`config.mk`:
```
export PLATFORM = sky130hd
export DESIGN_NAME = dcache_top
export DESIGN_NICKNAME = d
export VERILOG_FILES = /design/src/source/dcache_pkg.sv /design/src/source/mem_bus_pkg.sv /design/src/source/dcache_lookup.sv /design/src/source/dcache_miss_queue.sv /design/src/source/dcache_top.sv
export VERILOG_INCLUDE_DIRS = /design/src /design/src/source
export SDC_FILE = /design/constraint.sdc
export NUM_CORES = 2
export LEC_CHECK = 0
export BUFFER_PORTS_ARGS = -buffer_cell sky130_fd_sc_hd__buf_2
export CORE_ASPECT_RATIO = 1.75
export CORE_MARGIN = 8
export CORE_UTILIZATION = 50
export CTS_BUF_LIST = sky130_fd_sc_hd__clkbuf_16
export DETAILED_ROUTE_END_ITERATION = 10
export HOLD_SLACK_MARGIN = 0.12
export PLACE_DENSITY = 0.72
export REMOVE_ABC_BUFFERS = 1
export SYNTH_ARGS = -nofsm -noshare
export SYNTH_HDL_FRONTEND = slang
export SYNTH_HIERARCHICAL = 1
export SYNTH_SLANG_ARGS = --single-unit
export TNS_END_PERCENT = 10
```
`constraint.sdc`:
```
create_clock -name clock -period 6.65 [get_ports clock]
set_clock_uncertainty 0.05 [all_clocks]
set_input_delay 0 -clock clock [delete_from_list [all_inputs] [get_ports clock]]
set_output_delay 0 -clock clock [all_outputs]
set_load 0.01 [all_outputs]
```
`src/source/dcache_params.svh`:
```
/*
 * size macros shared by the data cache
 *   cache line count and miss queue depth
 *   byte address width
 *   memory transaction tag width (tag zero means refused)
 */

`ifndef DCACHE_PARAMS_SVH
`define DCACHE_PARAMS_SVH

// fully associative, 64-bit lines
`define DC_LINES 8

// outstanding fills plus write-throughs
`define DC_MISS_DEPTH 4

// byte address, 64 KB space
`define DC_ADDR_BITS 16

// memory side tag, nonzero when accepted
`define MEM_TAG_BITS 4

`endif

```
`src/source/dcache_pkg.sv`:
```
/*
 * cache-side types
 *   access size and load/store opcode enums
 *   lsq request and response bundles
 *   cache line, miss record and fill record
 */

`include "dcache_params.svh"

package dcache_pkg;

    // address bits above the byte offset in a line
    localparam int DC_LINE_ADDR_BITS = `DC_ADDR_BITS - 3;
    localparam int DC_RANK_BITS      = $clog2(`DC_LINES);

    typedef enum logic [1:0] {
        SIZE_BYTE = 2'd0,
        SIZE_HALF = 2'd1,
        SIZE_WORD = 2'd2
    } access_size_e;

    typedef enum logic {
        OP_LOAD  = 1'b0,
        OP_STORE = 1'b1
    } lsq_op_e;

    typedef enum logic {
        MISS_FILL  = 1'b0,
        MISS_WRITE = 1'b1
    } miss_kind_e;

    typedef struct packed {
        lsq_op_e                   op;
        access_size_e              size;
        logic [`DC_ADDR_BITS-1:0]  addr;
        logic [31:0]               value;
    } lsq_req_t;

    typedef struct packed {
        logic [31:0] value;
    } lsq_rsp_t;

    // highest rank is most recently used
    typedef struct packed {
        logic                          valid;
        logic [DC_LINE_ADDR_BITS-1:0]  line_addr;
        logic [63:0]                   data;
        logic [DC_RANK_BITS-1:0]       rank;
    } cache_line_t;

    typedef struct packed {
        miss_kind_e                    kind;
        logic [DC_LINE_ADDR_BITS-1:0]  line_addr;
        logic [63:0]                   data;
        logic [7:0]                    be;
    } miss_rec_t;

    typedef struct packed {
        logic                          valid;
        logic [DC_LINE_ADDR_BITS-1:0]  line_addr;
        logic [63:0]                   data;
    } fill_t;

endpackage

```
`src/source/mem_bus_pkg.sv`:
```
/*
 * memory-side types
 *   bus command enum
 *   tagged memory request and response
 */

`include "dcache_params.svh"

package mem_bus_pkg;

    typedef enum logic [1:0] {
        BUS_NONE  = 2'd0,
        BUS_LOAD  = 2'd1,
        BUS_STORE = 2'd2
    } bus_cmd_e;

    // address is line aligned, be selects bytes for stores
    typedef struct packed {
        bus_cmd_e                  cmd;
        logic [`DC_ADDR_BITS-1:0]  addr;
        logic [63:0]               data;
        logic [7:0]                be;
    } mem_req_t;

    // accept_tag answers the offer in the same cycle
    // data_tag marks returning load data
    typedef struct packed {
        logic [`MEM_TAG_BITS-1:0]  accept_tag;
        logic [`MEM_TAG_BITS-1:0]  data_tag;
        logic [63:0]               data;
    } mem_rsp_t;

endpackage

```
`src/source/dcache_lookup.sv`:
```
/*
 * lookup stage of the data cache
 *   cache lines with true LRU ranks
 *   four-phase req/ack FSM toward the lsq
 *   hit extraction, store merge and fill install
 */

`timescale 1ns/1ps

`include "dcache_params.svh"

module dcache_lookup
    import dcache_pkg::*;
(
    input  logic       clock,
    input  logic       reset,
    input  logic       lsq_req,
    input  lsq_req_t   lsq_req_data,
    input  fill_t      fill,
    input  logic       queue_ready,
    output logic       lsq_ack,
    output lsq_rsp_t   lsq_rsp,
    output logic       miss_push,
    output miss_rec_t  miss_rec
);

    localparam int IDX_BITS = $clog2(`DC_LINES);
    localparam logic [DC_RANK_BITS-1:0] TOP_RANK = DC_RANK_BITS'(`DC_LINES - 1);

    typedef enum logic [2:0] {
        ST_IDLE,
        ST_RESPOND,
        ST_WAIT_FILL,
        ST_WAIT_PUSH,
        ST_RELEASE
    } lookup_state_e;

    lookup_state_e                  state;
    cache_line_t                    lines [`DC_LINES];
    lsq_req_t                       req_q;

    logic [DC_LINE_ADDR_BITS-1:0]   req_line;
    logic                           hit;
    logic [IDX_BITS-1:0]            hit_idx;
    logic [IDX_BITS-1:0]            victim_idx;
    logic [7:0]                     store_be;
    logic [63:0]                    store_bits;
    logic [63:0]                    lane_data;
    logic [63:0]                    merged;

    //////////////////////////////////////////////////
    // helpers
    //////////////////////////////////////////////////

    function automatic logic [31:0] extract(input logic [63:0] data, input logic [2:0] off,
                                            input access_size_e size);
        logic [63:0] shifted;
        shifted = data >> {off, 3'b000};
        case (size)
            SIZE_BYTE: extract = {24'b0, shifted[7:0]};
            SIZE_HALF: extract = {16'b0, shifted[15:0]};
            default:   extract = shifted[31:0];
        endcase
    endfunction

    function automatic logic [7:0] byte_mask(input logic [2:0] off, input access_size_e size);
        logic [7:0] base;
        case (size)
            SIZE_BYTE: base = 8'b0000_0001;
            SIZE_HALF: base = 8'b0000_0011;
            default:   base = 8'b0000_1111;
        endcase
        byte_mask = base << off;
    endfunction

    function automatic logic [63:0] expand_mask(input logic [7:0] be);
        for (int b = 0; b < 8; b++) begin
            expand_mask[b*8 +: 8] = {8{be[b]}};
        end
    endfunction

    // touched line goes to the top, lines above its old rank slide down
    function automatic logic [DC_RANK_BITS-1:0] next_rank(input logic [DC_RANK_BITS-1:0] rank,
                                                          input logic [DC_RANK_BITS-1:0] touched,
                                                          input logic is_touched);
        if (is_touched) begin
            next_rank = TOP_RANK;
        end else if (rank > touched) begin
            next_rank = rank - 1'b1;
        end else begin
            next_rank = rank;
        end
    endfunction

    //////////////////////////////////////////////////
    // tag search and victim select
    //////////////////////////////////////////////////

    assign req_line = lsq_req_data.addr[`DC_ADDR_BITS-1:3];

    always_comb begin
        hit     = 1'b0;
        hit_idx = '0;
        for (int i = 0; i < `DC_LINES; i++) begin
            if (lines[i].valid && lines[i].line_addr == req_line) begin
                hit     = 1'b1;
                hit_idx = IDX_BITS'(i);
            end
        end
    end

    // invalid lines first, lowest index wins
    always_comb begin
        logic found_invalid;
        found_invalid = 1'b0;
        victim_idx    = '0;
        for (int i = 0; i < `DC_LINES; i++) begin
            if (!found_invalid && !lines[i].valid) begin
                found_invalid = 1'b1;
                victim_idx    = IDX_BITS'(i);
            end
        end
        if (!found_invalid) begin
            for (int i = 0; i < `DC_LINES; i++) begin
                if (lines[i].rank == '0) begin
                    victim_idx = IDX_BITS'(i);
                end
            end
        end
    end

    // store bytes placed in their lanes
    always_comb begin
        store_be   = byte_mask(lsq_req_data.addr[2:0], lsq_req_data.size);
        store_bits = expand_mask(store_be);
        lane_data  = 64'(lsq_req_data.value) << {lsq_req_data.addr[2:0], 3'b000};
        merged     = (lines[hit_idx].data & ~store_bits) | (lane_data & store_bits);
    end

    //////////////////////////////////////////////////
    // request FSM
    //////////////////////////////////////////////////

    always_ff @(posedge clock) begin
        if (reset) begin
            state     <= ST_IDLE;
            lsq_ack   <= 1'b0;
            miss_push <= 1'b0;
            for (int i = 0; i < `DC_LINES; i++) begin
                lines[i].valid <= 1'b0;
                lines[i].rank  <= DC_RANK_BITS'(i);
            end
        end else begin
            case (state)
                ST_IDLE: begin
                    if (lsq_req && !lsq_ack) begin
                        req_q <= lsq_req_data;
                        if (hit) begin
                            for (int i = 0; i < `DC_LINES; i++) begin
                                lines[i].rank <= next_rank(lines[i].rank, lines[hit_idx].rank,
                                                           IDX_BITS'(i) == hit_idx);
                            end
                        end
                        if (lsq_req_data.op == OP_LOAD) begin
                            if (hit) begin
                                lsq_rsp.value <= extract(lines[hit_idx].data,
                                                         lsq_req_data.addr[2:0],
                                                         lsq_req_data.size);
                                state <= ST_RESPOND;
                            end else begin
                                miss_rec  <= '{kind: MISS_FILL, line_addr: req_line,
                                               data: '0, be: '0};
                                miss_push <= 1'b1;
                                state     <= ST_WAIT_PUSH;
                            end
                        end else begin
                            // write-through, no allocate on a miss
                            miss_push <= 1'b1;
                            state     <= ST_WAIT_PUSH;
                            if (hit) begin
                                lines[hit_idx].data <= merged;
                                miss_rec <= '{kind: MISS_WRITE, line_addr: req_line,
                                              data: merged, be: 8'hff};
                            end else begin
                                miss_rec <= '{kind: MISS_WRITE, line_addr: req_line,
                                              data: lane_data & store_bits, be: store_be};
                            end
                        end
                    end
                end
                ST_WAIT_PUSH: begin
                    if (queue_ready) begin
                        miss_push <= 1'b0;
                        if (req_q.op == OP_LOAD) begin
                            state <= ST_WAIT_FILL;
                        end else begin
                            lsq_ack <= 1'b1;
                            state   <= ST_RELEASE;
                        end
                    end
                end
                ST_WAIT_FILL: begin
                    if (fill.valid) begin
                        for (int i = 0; i < `DC_LINES; i++) begin
                            lines[i].rank <= next_rank(lines[i].rank, lines[victim_idx].rank,
                                                       IDX_BITS'(i) == victim_idx);
                        end
                        lines[victim_idx].valid     <= 1'b1;
                        lines[victim_idx].line_addr <= fill.line_addr;
                        lines[victim_idx].data      <= fill.data;
                        lsq_rsp.value <= extract(fill.data, req_q.addr[2:0], req_q.size);
                        state         <= ST_RESPOND;
                    end
                end
                ST_RESPOND: begin
                    lsq_ack <= 1'b1;
                    state   <= ST_RELEASE;
                end
                ST_RELEASE: begin
                    if (!lsq_req) begin
                        lsq_ack <= 1'b0;
                        state   <= ST_IDLE;
                    end
                end
                default: state <= ST_IDLE;
            endcase
        end
    end

endmodule

```
`src/source/dcache_miss_queue.sv`:
```
/*
 * miss queue stage of the data cache
 *   in-order queue of fills and write-throughs
 *   tagged offer/accept toward memory
 *   fill return matching and drain flag
 */

`timescale 1ns/1ps

`include "dcache_params.svh"

module dcache_miss_queue
    import dcache_pkg::*;
    import mem_bus_pkg::*;
(
    input  logic       clock,
    input  logic       reset,
    input  logic       miss_push,
    input  miss_rec_t  miss_rec,
    input  mem_rsp_t   mem_rsp,
    output logic       queue_ready,
    output fill_t      fill,
    output mem_req_t   mem_req,
    output logic       drained
);

    localparam int PTR_BITS = $clog2(`DC_MISS_DEPTH);

    typedef struct packed {
        logic                      valid;
        logic                      issued;
        logic [`MEM_TAG_BITS-1:0]  tag;
        miss_rec_t                 rec;
    } q_entry_t;

    q_entry_t             entries [`DC_MISS_DEPTH];
    logic [PTR_BITS-1:0]  head_ptr;
    logic [PTR_BITS-1:0]  tail_ptr;
    q_entry_t             head;
    logic                 offer;
    logic                 accepted;
    logic                 fill_done;

    // lookup blocks on a load miss, so only the head can be in flight
    assign head        = entries[head_ptr];
    assign queue_ready = !entries[tail_ptr].valid;

    assign offer     = head.valid && !head.issued;
    assign accepted  = offer && (mem_rsp.accept_tag != '0);
    assign fill_done = head.valid && head.issued && (head.rec.kind == MISS_FILL) &&
                       (mem_rsp.data_tag != '0) && (mem_rsp.data_tag == head.tag);

    //////////////////////////////////////////////////
    // memory offer
    //////////////////////////////////////////////////

    always_comb begin
        mem_req = '{cmd: BUS_NONE, addr: '0, data: '0, be: '0};
        if (offer) begin
            mem_req.cmd  = (head.rec.kind == MISS_FILL) ? BUS_LOAD : BUS_STORE;
            mem_req.addr = {head.rec.line_addr, 3'b000};
            mem_req.data = head.rec.data;
            mem_req.be   = head.rec.be;
        end
    end

    // low while any write-through is still queued
    always_comb begin
        drained = 1'b1;
        for (int i = 0; i < `DC_MISS_DEPTH; i++) begin
            if (entries[i].valid && entries[i].rec.kind == MISS_WRITE) begin
                drained = 1'b0;
            end
        end
    end

    //////////////////////////////////////////////////
    // queue state
    //////////////////////////////////////////////////

    always_ff @(posedge clock) begin
        if (reset) begin
            head_ptr   <= '0;
            tail_ptr   <= '0;
            fill.valid <= 1'b0;
            for (int i = 0; i < `DC_MISS_DEPTH; i++) begin
                entries[i].valid <= 1'b0;
            end
        end else begin
            fill.valid <= 1'b0;

            if (miss_push && queue_ready) begin
                entries[tail_ptr].valid  <= 1'b1;
                entries[tail_ptr].issued <= 1'b0;
                entries[tail_ptr].rec    <= miss_rec;
                tail_ptr                 <= tail_ptr + 1'b1;
            end

            // writes retire on accept, fills wait for their data
            if (accepted) begin
                if (head.rec.kind == MISS_WRITE) begin
                    entries[head_ptr].valid <= 1'b0;
                    head_ptr                <= head_ptr + 1'b1;
                end else begin
                    entries[head_ptr].issued <= 1'b1;
                    entries[head_ptr].tag    <= mem_rsp.accept_tag;
                end
            end

            if (fill_done) begin
                entries[head_ptr].valid <= 1'b0;
                head_ptr                <= head_ptr + 1'b1;
                fill.valid              <= 1'b1;
                fill.line_addr          <= head.rec.line_addr;
                fill.data               <= mem_rsp.data;
            end
        end
    end

endmodule

```
`src/source/dcache_top.sv`:
```
/*
 * data cache top level
 *   lookup stage and miss queue stage
 *   lsq req/ack port and tagged memory port
 */

`timescale 1ns/1ps

module dcache_top
    import dcache_pkg::*;
    import mem_bus_pkg::*;
(
    input  logic      clock,
    input  logic      reset,

    // load/store queue side
    input  logic      lsq_req,
    input  lsq_req_t  lsq_req_data,
    output logic      lsq_ack,
    output lsq_rsp_t  lsq_rsp,

    // memory side
    input  mem_rsp_t  mem_rsp,
    output mem_req_t  mem_req,
    output logic      drained
);

    // stage one to stage two
    logic       miss_push;
    miss_rec_t  miss_rec;
    logic       queue_ready;

    // fill return into stage one
    fill_t      fill;

    dcache_lookup lookup_inst (
        .clock        (clock),
        .reset        (reset),
        .lsq_req      (lsq_req),
        .lsq_req_data (lsq_req_data),
        .fill         (fill),
        .queue_ready  (queue_ready),
        .lsq_ack      (lsq_ack),
        .lsq_rsp      (lsq_rsp),
        .miss_push    (miss_push),
        .miss_rec     (miss_rec)
    );

    dcache_miss_queue miss_queue_inst (
        .clock       (clock),
        .reset       (reset),
        .miss_push   (miss_push),
        .miss_rec    (miss_rec),
        .mem_rsp     (mem_rsp),
        .queue_ready (queue_ready),
        .fill        (fill),
        .mem_req     (mem_req),
        .drained     (drained)
    );

endmodule

```
Word-level counts from Yosys, hierarchy flattened. Memories as Yosys holds them, arrays and structs flattened. A register that Yosys moved wholly into a read port is not among the register bits. Cells that the tools add are included.

Register bits: 211. Memory bits (writable): 1016. Input bits: 126. Output and inout port bits: 124. Word-level logic and storage cells: 408. Memories kept: 2.

Add/subtract/negate cells: 10. Magnitude comparators: 16. Equality and inequality tests: 38. Shift operators: 4. Multiplexer cells: 225. Bitwise logic cells: 23. Reduce and logical (&&, ||, !) cells: 74.

Memory list: lookup_inst.lines (words 8, bits a word 81, read ports 10, clocked after Yosys merged registers in 0, write ports 9, RTL line dcache_lookup.sv:39) `` cache_line_t lines [`DC_LINES]; ``; miss_queue_inst.entries (words 4, bits a word 92, read ports 6, clocked after Yosys merged registers in 2, write ports 4, RTL line dcache_miss_queue.sv:36) `` q_entry_t entries [`DC_MISS_DEPTH]; ``.

Operator list (number): two-way mux 3 bit (130); case mux 32 bit (2 select lines) (3); two-way mux 92 bit (2); OR reduction 92 bit (2); two-way mux 86 bit (2); AND 64 bit (2); two-way mux 32 bit (4); >> shifter 64 x 6 -> 32 bit (2); equality test 13 bit (8); two-way mux 90 bit (1); two-way mux 81 bit (1); OR reduction 81 bit (1); two-way mux 78 bit (1); two-way mux 72 bit (1); NOT 64 bit (1); bitwise OR 64 bit (1); << shifter 32 x 6 -> 64 bit (1); two-way mux 1 bit (60); > comparator 3 bit (16); zero test 3 bit (11); two-way mux 2 bit (16); logical AND 1 bit (27); equality test 3 bit (first input constant) (8); subtractor 3 x 1 -> 3 bit (second input constant) (8); 27 further kinds (81).

Depth between registers and ports, before layout. An unclocked memory read counts as a cell.

Depth in word-level cells: 39. Gate-level depth with buffers: 20. Mapped depth without buffers: 18.

By module. The synthesis kept the hierarchy.

By module, submodules not included: dcache_lookup (times used 1, cells each 3194, area an instance 38191.6 µm², seq. area each 23282.3 µm²); dcache_miss_queue (times used 1, cells each 839, area an instance 17349.1 µm², seq. area each 13462.9 µm²).

Least setup slack after synthesis. OpenSTA, ideal clock, no wires.

Kind: flip-flop to flip-flop. From: memory lookup_inst/lines[3][72] in the netlist's numbering. To: memory lookup_inst/lines[7][10] in the netlist's numbering, enable pin. Setup time: 507 ps. Arrival time: 5716 ps. Required time: 6093 ps. Setup slack: 378 ps. Stages on the path, launching flop included: 11. Path buffers: 3. Clock period less this slack: 6272 ps. Cell sequence: edfxtp_1 xnor2_2 nand4_1 or4_1 buf_6 and3_1 clkbuf_1 clkbuf_1 a31oi_1 a31oi_1 a21oi_1.

RTL lines (RTL line): start: declaration (dcache_lookup.sv:39).

==> out/metrics.cfg <==
[sta]
final_period_minus_worst_setup_slack_ns=5.98
timing.setup.tns_ns=0
fin_worst_hold_slack_ns=0.166
final_min_period_over_clock_period=0.899
tightest_slew_ns=1.45
hold_viol=0
finalMaxSlewViolations=0
timing.final.setup_violations=0
maxClockFrequency_mhz=167
max_slew_margin=0.0356
setup_repair_after_global_routing_missed_its_margin=false

[critical_path]
startpoint_type=register
setup.worst_path.class=register to register
worst_ep_arrival_time_ns=6.27
end_kind=register
worst_ep_required_time_ns=6.94
worstPathMaxFanout=64

[cells_and_area]
area_growth_syn_to_layout_pct=16.6
final_layout_size_suffix_gt1_frac=0.178
fin_nets=4701
stdcell_area_um2=64700

[grt]
global_route.overflow_total=0
gr-usage-met1=0.378
pin_count_of_the_biggest_net_entering_global_routing=77
met3_usage_grt=0.0800
track_usage=0.321
grt_pass1_vias=39314
initial_antenna_violation_count=18
globalRouteMet2Util=0.499
global_route.peak_usage_layer=met2
grt_first_pass_wirelength_mm=281

[floorplan]
die_width_um=268
io_pins=250
effective_utilization_at_floorplan=0.501
die_h_um=457
die_area_um2=122000
core_region_area_um2=111000
core.rowCount=162

[synthesis]
synth_area_leader_cell=sky130_fd_sc_hd__edfxtp_1
synthesis.area_per_instance_um2=13.8
synth-async-reset-ratio=0
number_of_synthesized_register_bits=1231
post_synth_instance_area_um2=55500
synth.most_common_cell=sky130_fd_sc_hd__edfxtp_1
synth_warnings=6
synth_enable_flop_cells=1209
synth_cell_types=95
synth.yosys.seq_area_share=0.662
netlist_top_cells_area=sky130_fd_sc_hd__edfxtp_1 (65%), sky130_fd_sc_hd__mux4_2 (4.4%), sky130_fd_sc_hd__nand2_1 (2.6%)
syn_inst=4033
synth_largest_type_area_fraction=0.654
synth_top_flop_cell=sky130_fd_sc_hd__edfxtp_1
most_common_library_cells_after_synthesis=sky130_fd_sc_hd__edfxtp_1 (1,209), sky130_fd_sc_hd__nand2_1 (386), sky130_fd_sc_hd__nor2_1 (274)

[power_and_ir_drop]
power_density_nw_per_um2=274
p_leak_nw=22.5
vdd_ir_drop_max_uv=253
total_power_mw=17.8

[detailed_routing]
ant_nets=0
drtPass1Iterations=7
vias=39422
detail_route.drc_violations=0
routed_wirelength_normalized_by_instance_count_um=32.6
finalWirelength_mm=199
drtIter0Drc=4772
vias_per_cell=6.47

[placed_design]
final_wtd_congestion=1.01
portBuffers=246
total_placed_instance_area_um2=59100
detailed_place_hpwl_mm=133

[clocking]
max-clock-path-buffers=3
cts_resized=0
cts_root_buf=sky130_fd_sc_hd__clkbuf_16
clock_sinks=1231
cts_inserted_buffers=108
cts_tree=yes
skew_pair_late_insertion_delay_ns=0.76
htree_levels=3
clkSlewWorstSetupHoldPaths_ns=0.07

[outcome]
status=finished clean

[flow_run]
max_cap_viol_count=0

[min_path]
min_path_type=primary input to register

kinds of logic (layout without fill, tap and decap cells):
logic type | count (synthesis) | after routing | synth area share
other cells | 1 | 15 | 0.0000675
compound gates | 838 | 838 | 0.101
mux | 286 | 286 | 0.0772
simple gates | 1192 | 1192 | 0.103
buf+inv | 306 | 876 | 0.0240
fa+ha+maj | 62 | 62 | 0.0139
xor+xnor | 117 | 117 | 0.0193
flops | 1231 | 1231 | 0.662
metrics by stage:
stage	cells	utilization	worst slack, ns
2_1_floorplan	3796	-	-2.28
3_3_place_gp	5683	0.533	1.02
3_5_place_dp	5683	0.533	0.901
4_1_cts	6079	0.583	0.898
5_1_grt	6082	0.584	0.654
6_report	6093	0.584	0.669
registers in the layout, indices dropped and copies added, names as in the netlist, named ones only:
register and count:
lookup_inst/lines 648, lookup_inst/lsq_ack 1, lookup_inst/lsq_rsp 32, lookup_inst/miss_push 1
lookup_inst/miss_rec 86, lookup_inst/req_q 6, lookup_inst/state 3, miss_queue_inst/entries 368
miss_queue_inst/fill 78, miss_queue_inst/head_ptr 2, miss_queue_inst/tail_ptr 2
repair_timing:
action | CTS | global route
endpoints found under the hold margin | 335 | 0
buffers inserted | 0 | 0
hold buffers | 196 | 0
routing by layer:
metal / vias up / part of all wire
met3: 819 / 0.11
met4: 10 / 0.090
met5: - / 0.00033
met2: 2883 / 0.46
li1: 16413 / -
met1: 19297 / 0.34
power by group:
group / switching (mW) / total [mW] / internal [mW]
registers: 0.144 / 9.04 / 8.90
logic: 1.39 / 2.26 / 0.872
clock network: 2.92 / 6.45 / 3.53
total: 4.46 / 17.8 / 13.3
final timing paths:
path | from | end | slack (ns) | cells after the start
hold reg to reg | miss_queue_inst/entries[0][90] | miss_queue_inst/entries[0][90] | 0.43 | 1
setup reg to reg | lookup_inst/lines[4][77] | lookup_inst/lines[0][7] | 0.67 | 11
setup / recovery | lookup_inst/lines[4][77] | lookup_inst/lines[0][7] | 0.67 | 11
hold / removal | lsq_req_data[49] | lookup_inst/req_q[49] | 0.17 | 2
worst max-delay path, cell delays in order, from the launching register on:
cell and delay, ns:
sky130_fd_sc_hd__edfxtp_1 0.38, sky130_fd_sc_hd__xor2_1 0.15, sky130_fd_sc_hd__nor4_1 0.77, sky130_fd_sc_hd__nand4_1 0.53, sky130_fd_sc_hd__buf_4 0.53, sky130_fd_sc_hd__nand2_1 0.22, sky130_fd_sc_hd__nor2_1 0.17, sky130_fd_sc_hd__buf_4 0.26
sky130_fd_sc_hd__a31oi_1 0.85, sky130_fd_sc_hd__a31oi_1 0.52, sky130_fd_sc_hd__nor2_4 0.20, sky130_fd_sc_hd__buf_4 0.88
placed cells by master (no fill, tap or decap), types with 79 or more instances in the layout:
master | Yosys | final
sky130_fd_sc_hd__nor2b_1 | 119 | 117
sky130_fd_sc_hd__edfxtp_1 | 1209 | 1209
sky130_fd_sc_hd__nand2_1 | 386 | 386
sky130_fd_sc_hd__xnor2_1 | 95 | 95
sky130_fd_sc_hd__nor2_1 | 274 | 262
sky130_fd_sc_hd__nand3_1 | 87 | 87
sky130_fd_sc_hd__buf_4 | 14 | 160
sky130_fd_sc_hd__and2_1 | 149 | 149
sky130_fd_sc_hd__o21ai_0 | 190 | 185
sky130_fd_sc_hd__mux2i_1 | 133 | 132
sky130_fd_sc_hd__a21oi_1 | 174 | 173
sky130_fd_sc_hd__dlygate4sd3_1 | 0 | 196
sky130_fd_sc_hd__inv_1 | 64 | 79
sky130_fd_sc_hd__buf_2 | 39 | 245
sky130_fd_sc_hd__clkbuf_16 | 0 | 110
sky130_fd_sc_hd__mux4_2 | 108 | 108
cell type report:
type	instances	area, µm²
antenna	12	30.0
clock buffer	110	2750
clock inverter	90	835
fill	8699	46100
inverter	67	254
multi-input combinational	2498	17700
sequential	1231	36800
tap	1476	1850
timing repair buffer	609	4540
(Power assumes the default switching activity.)
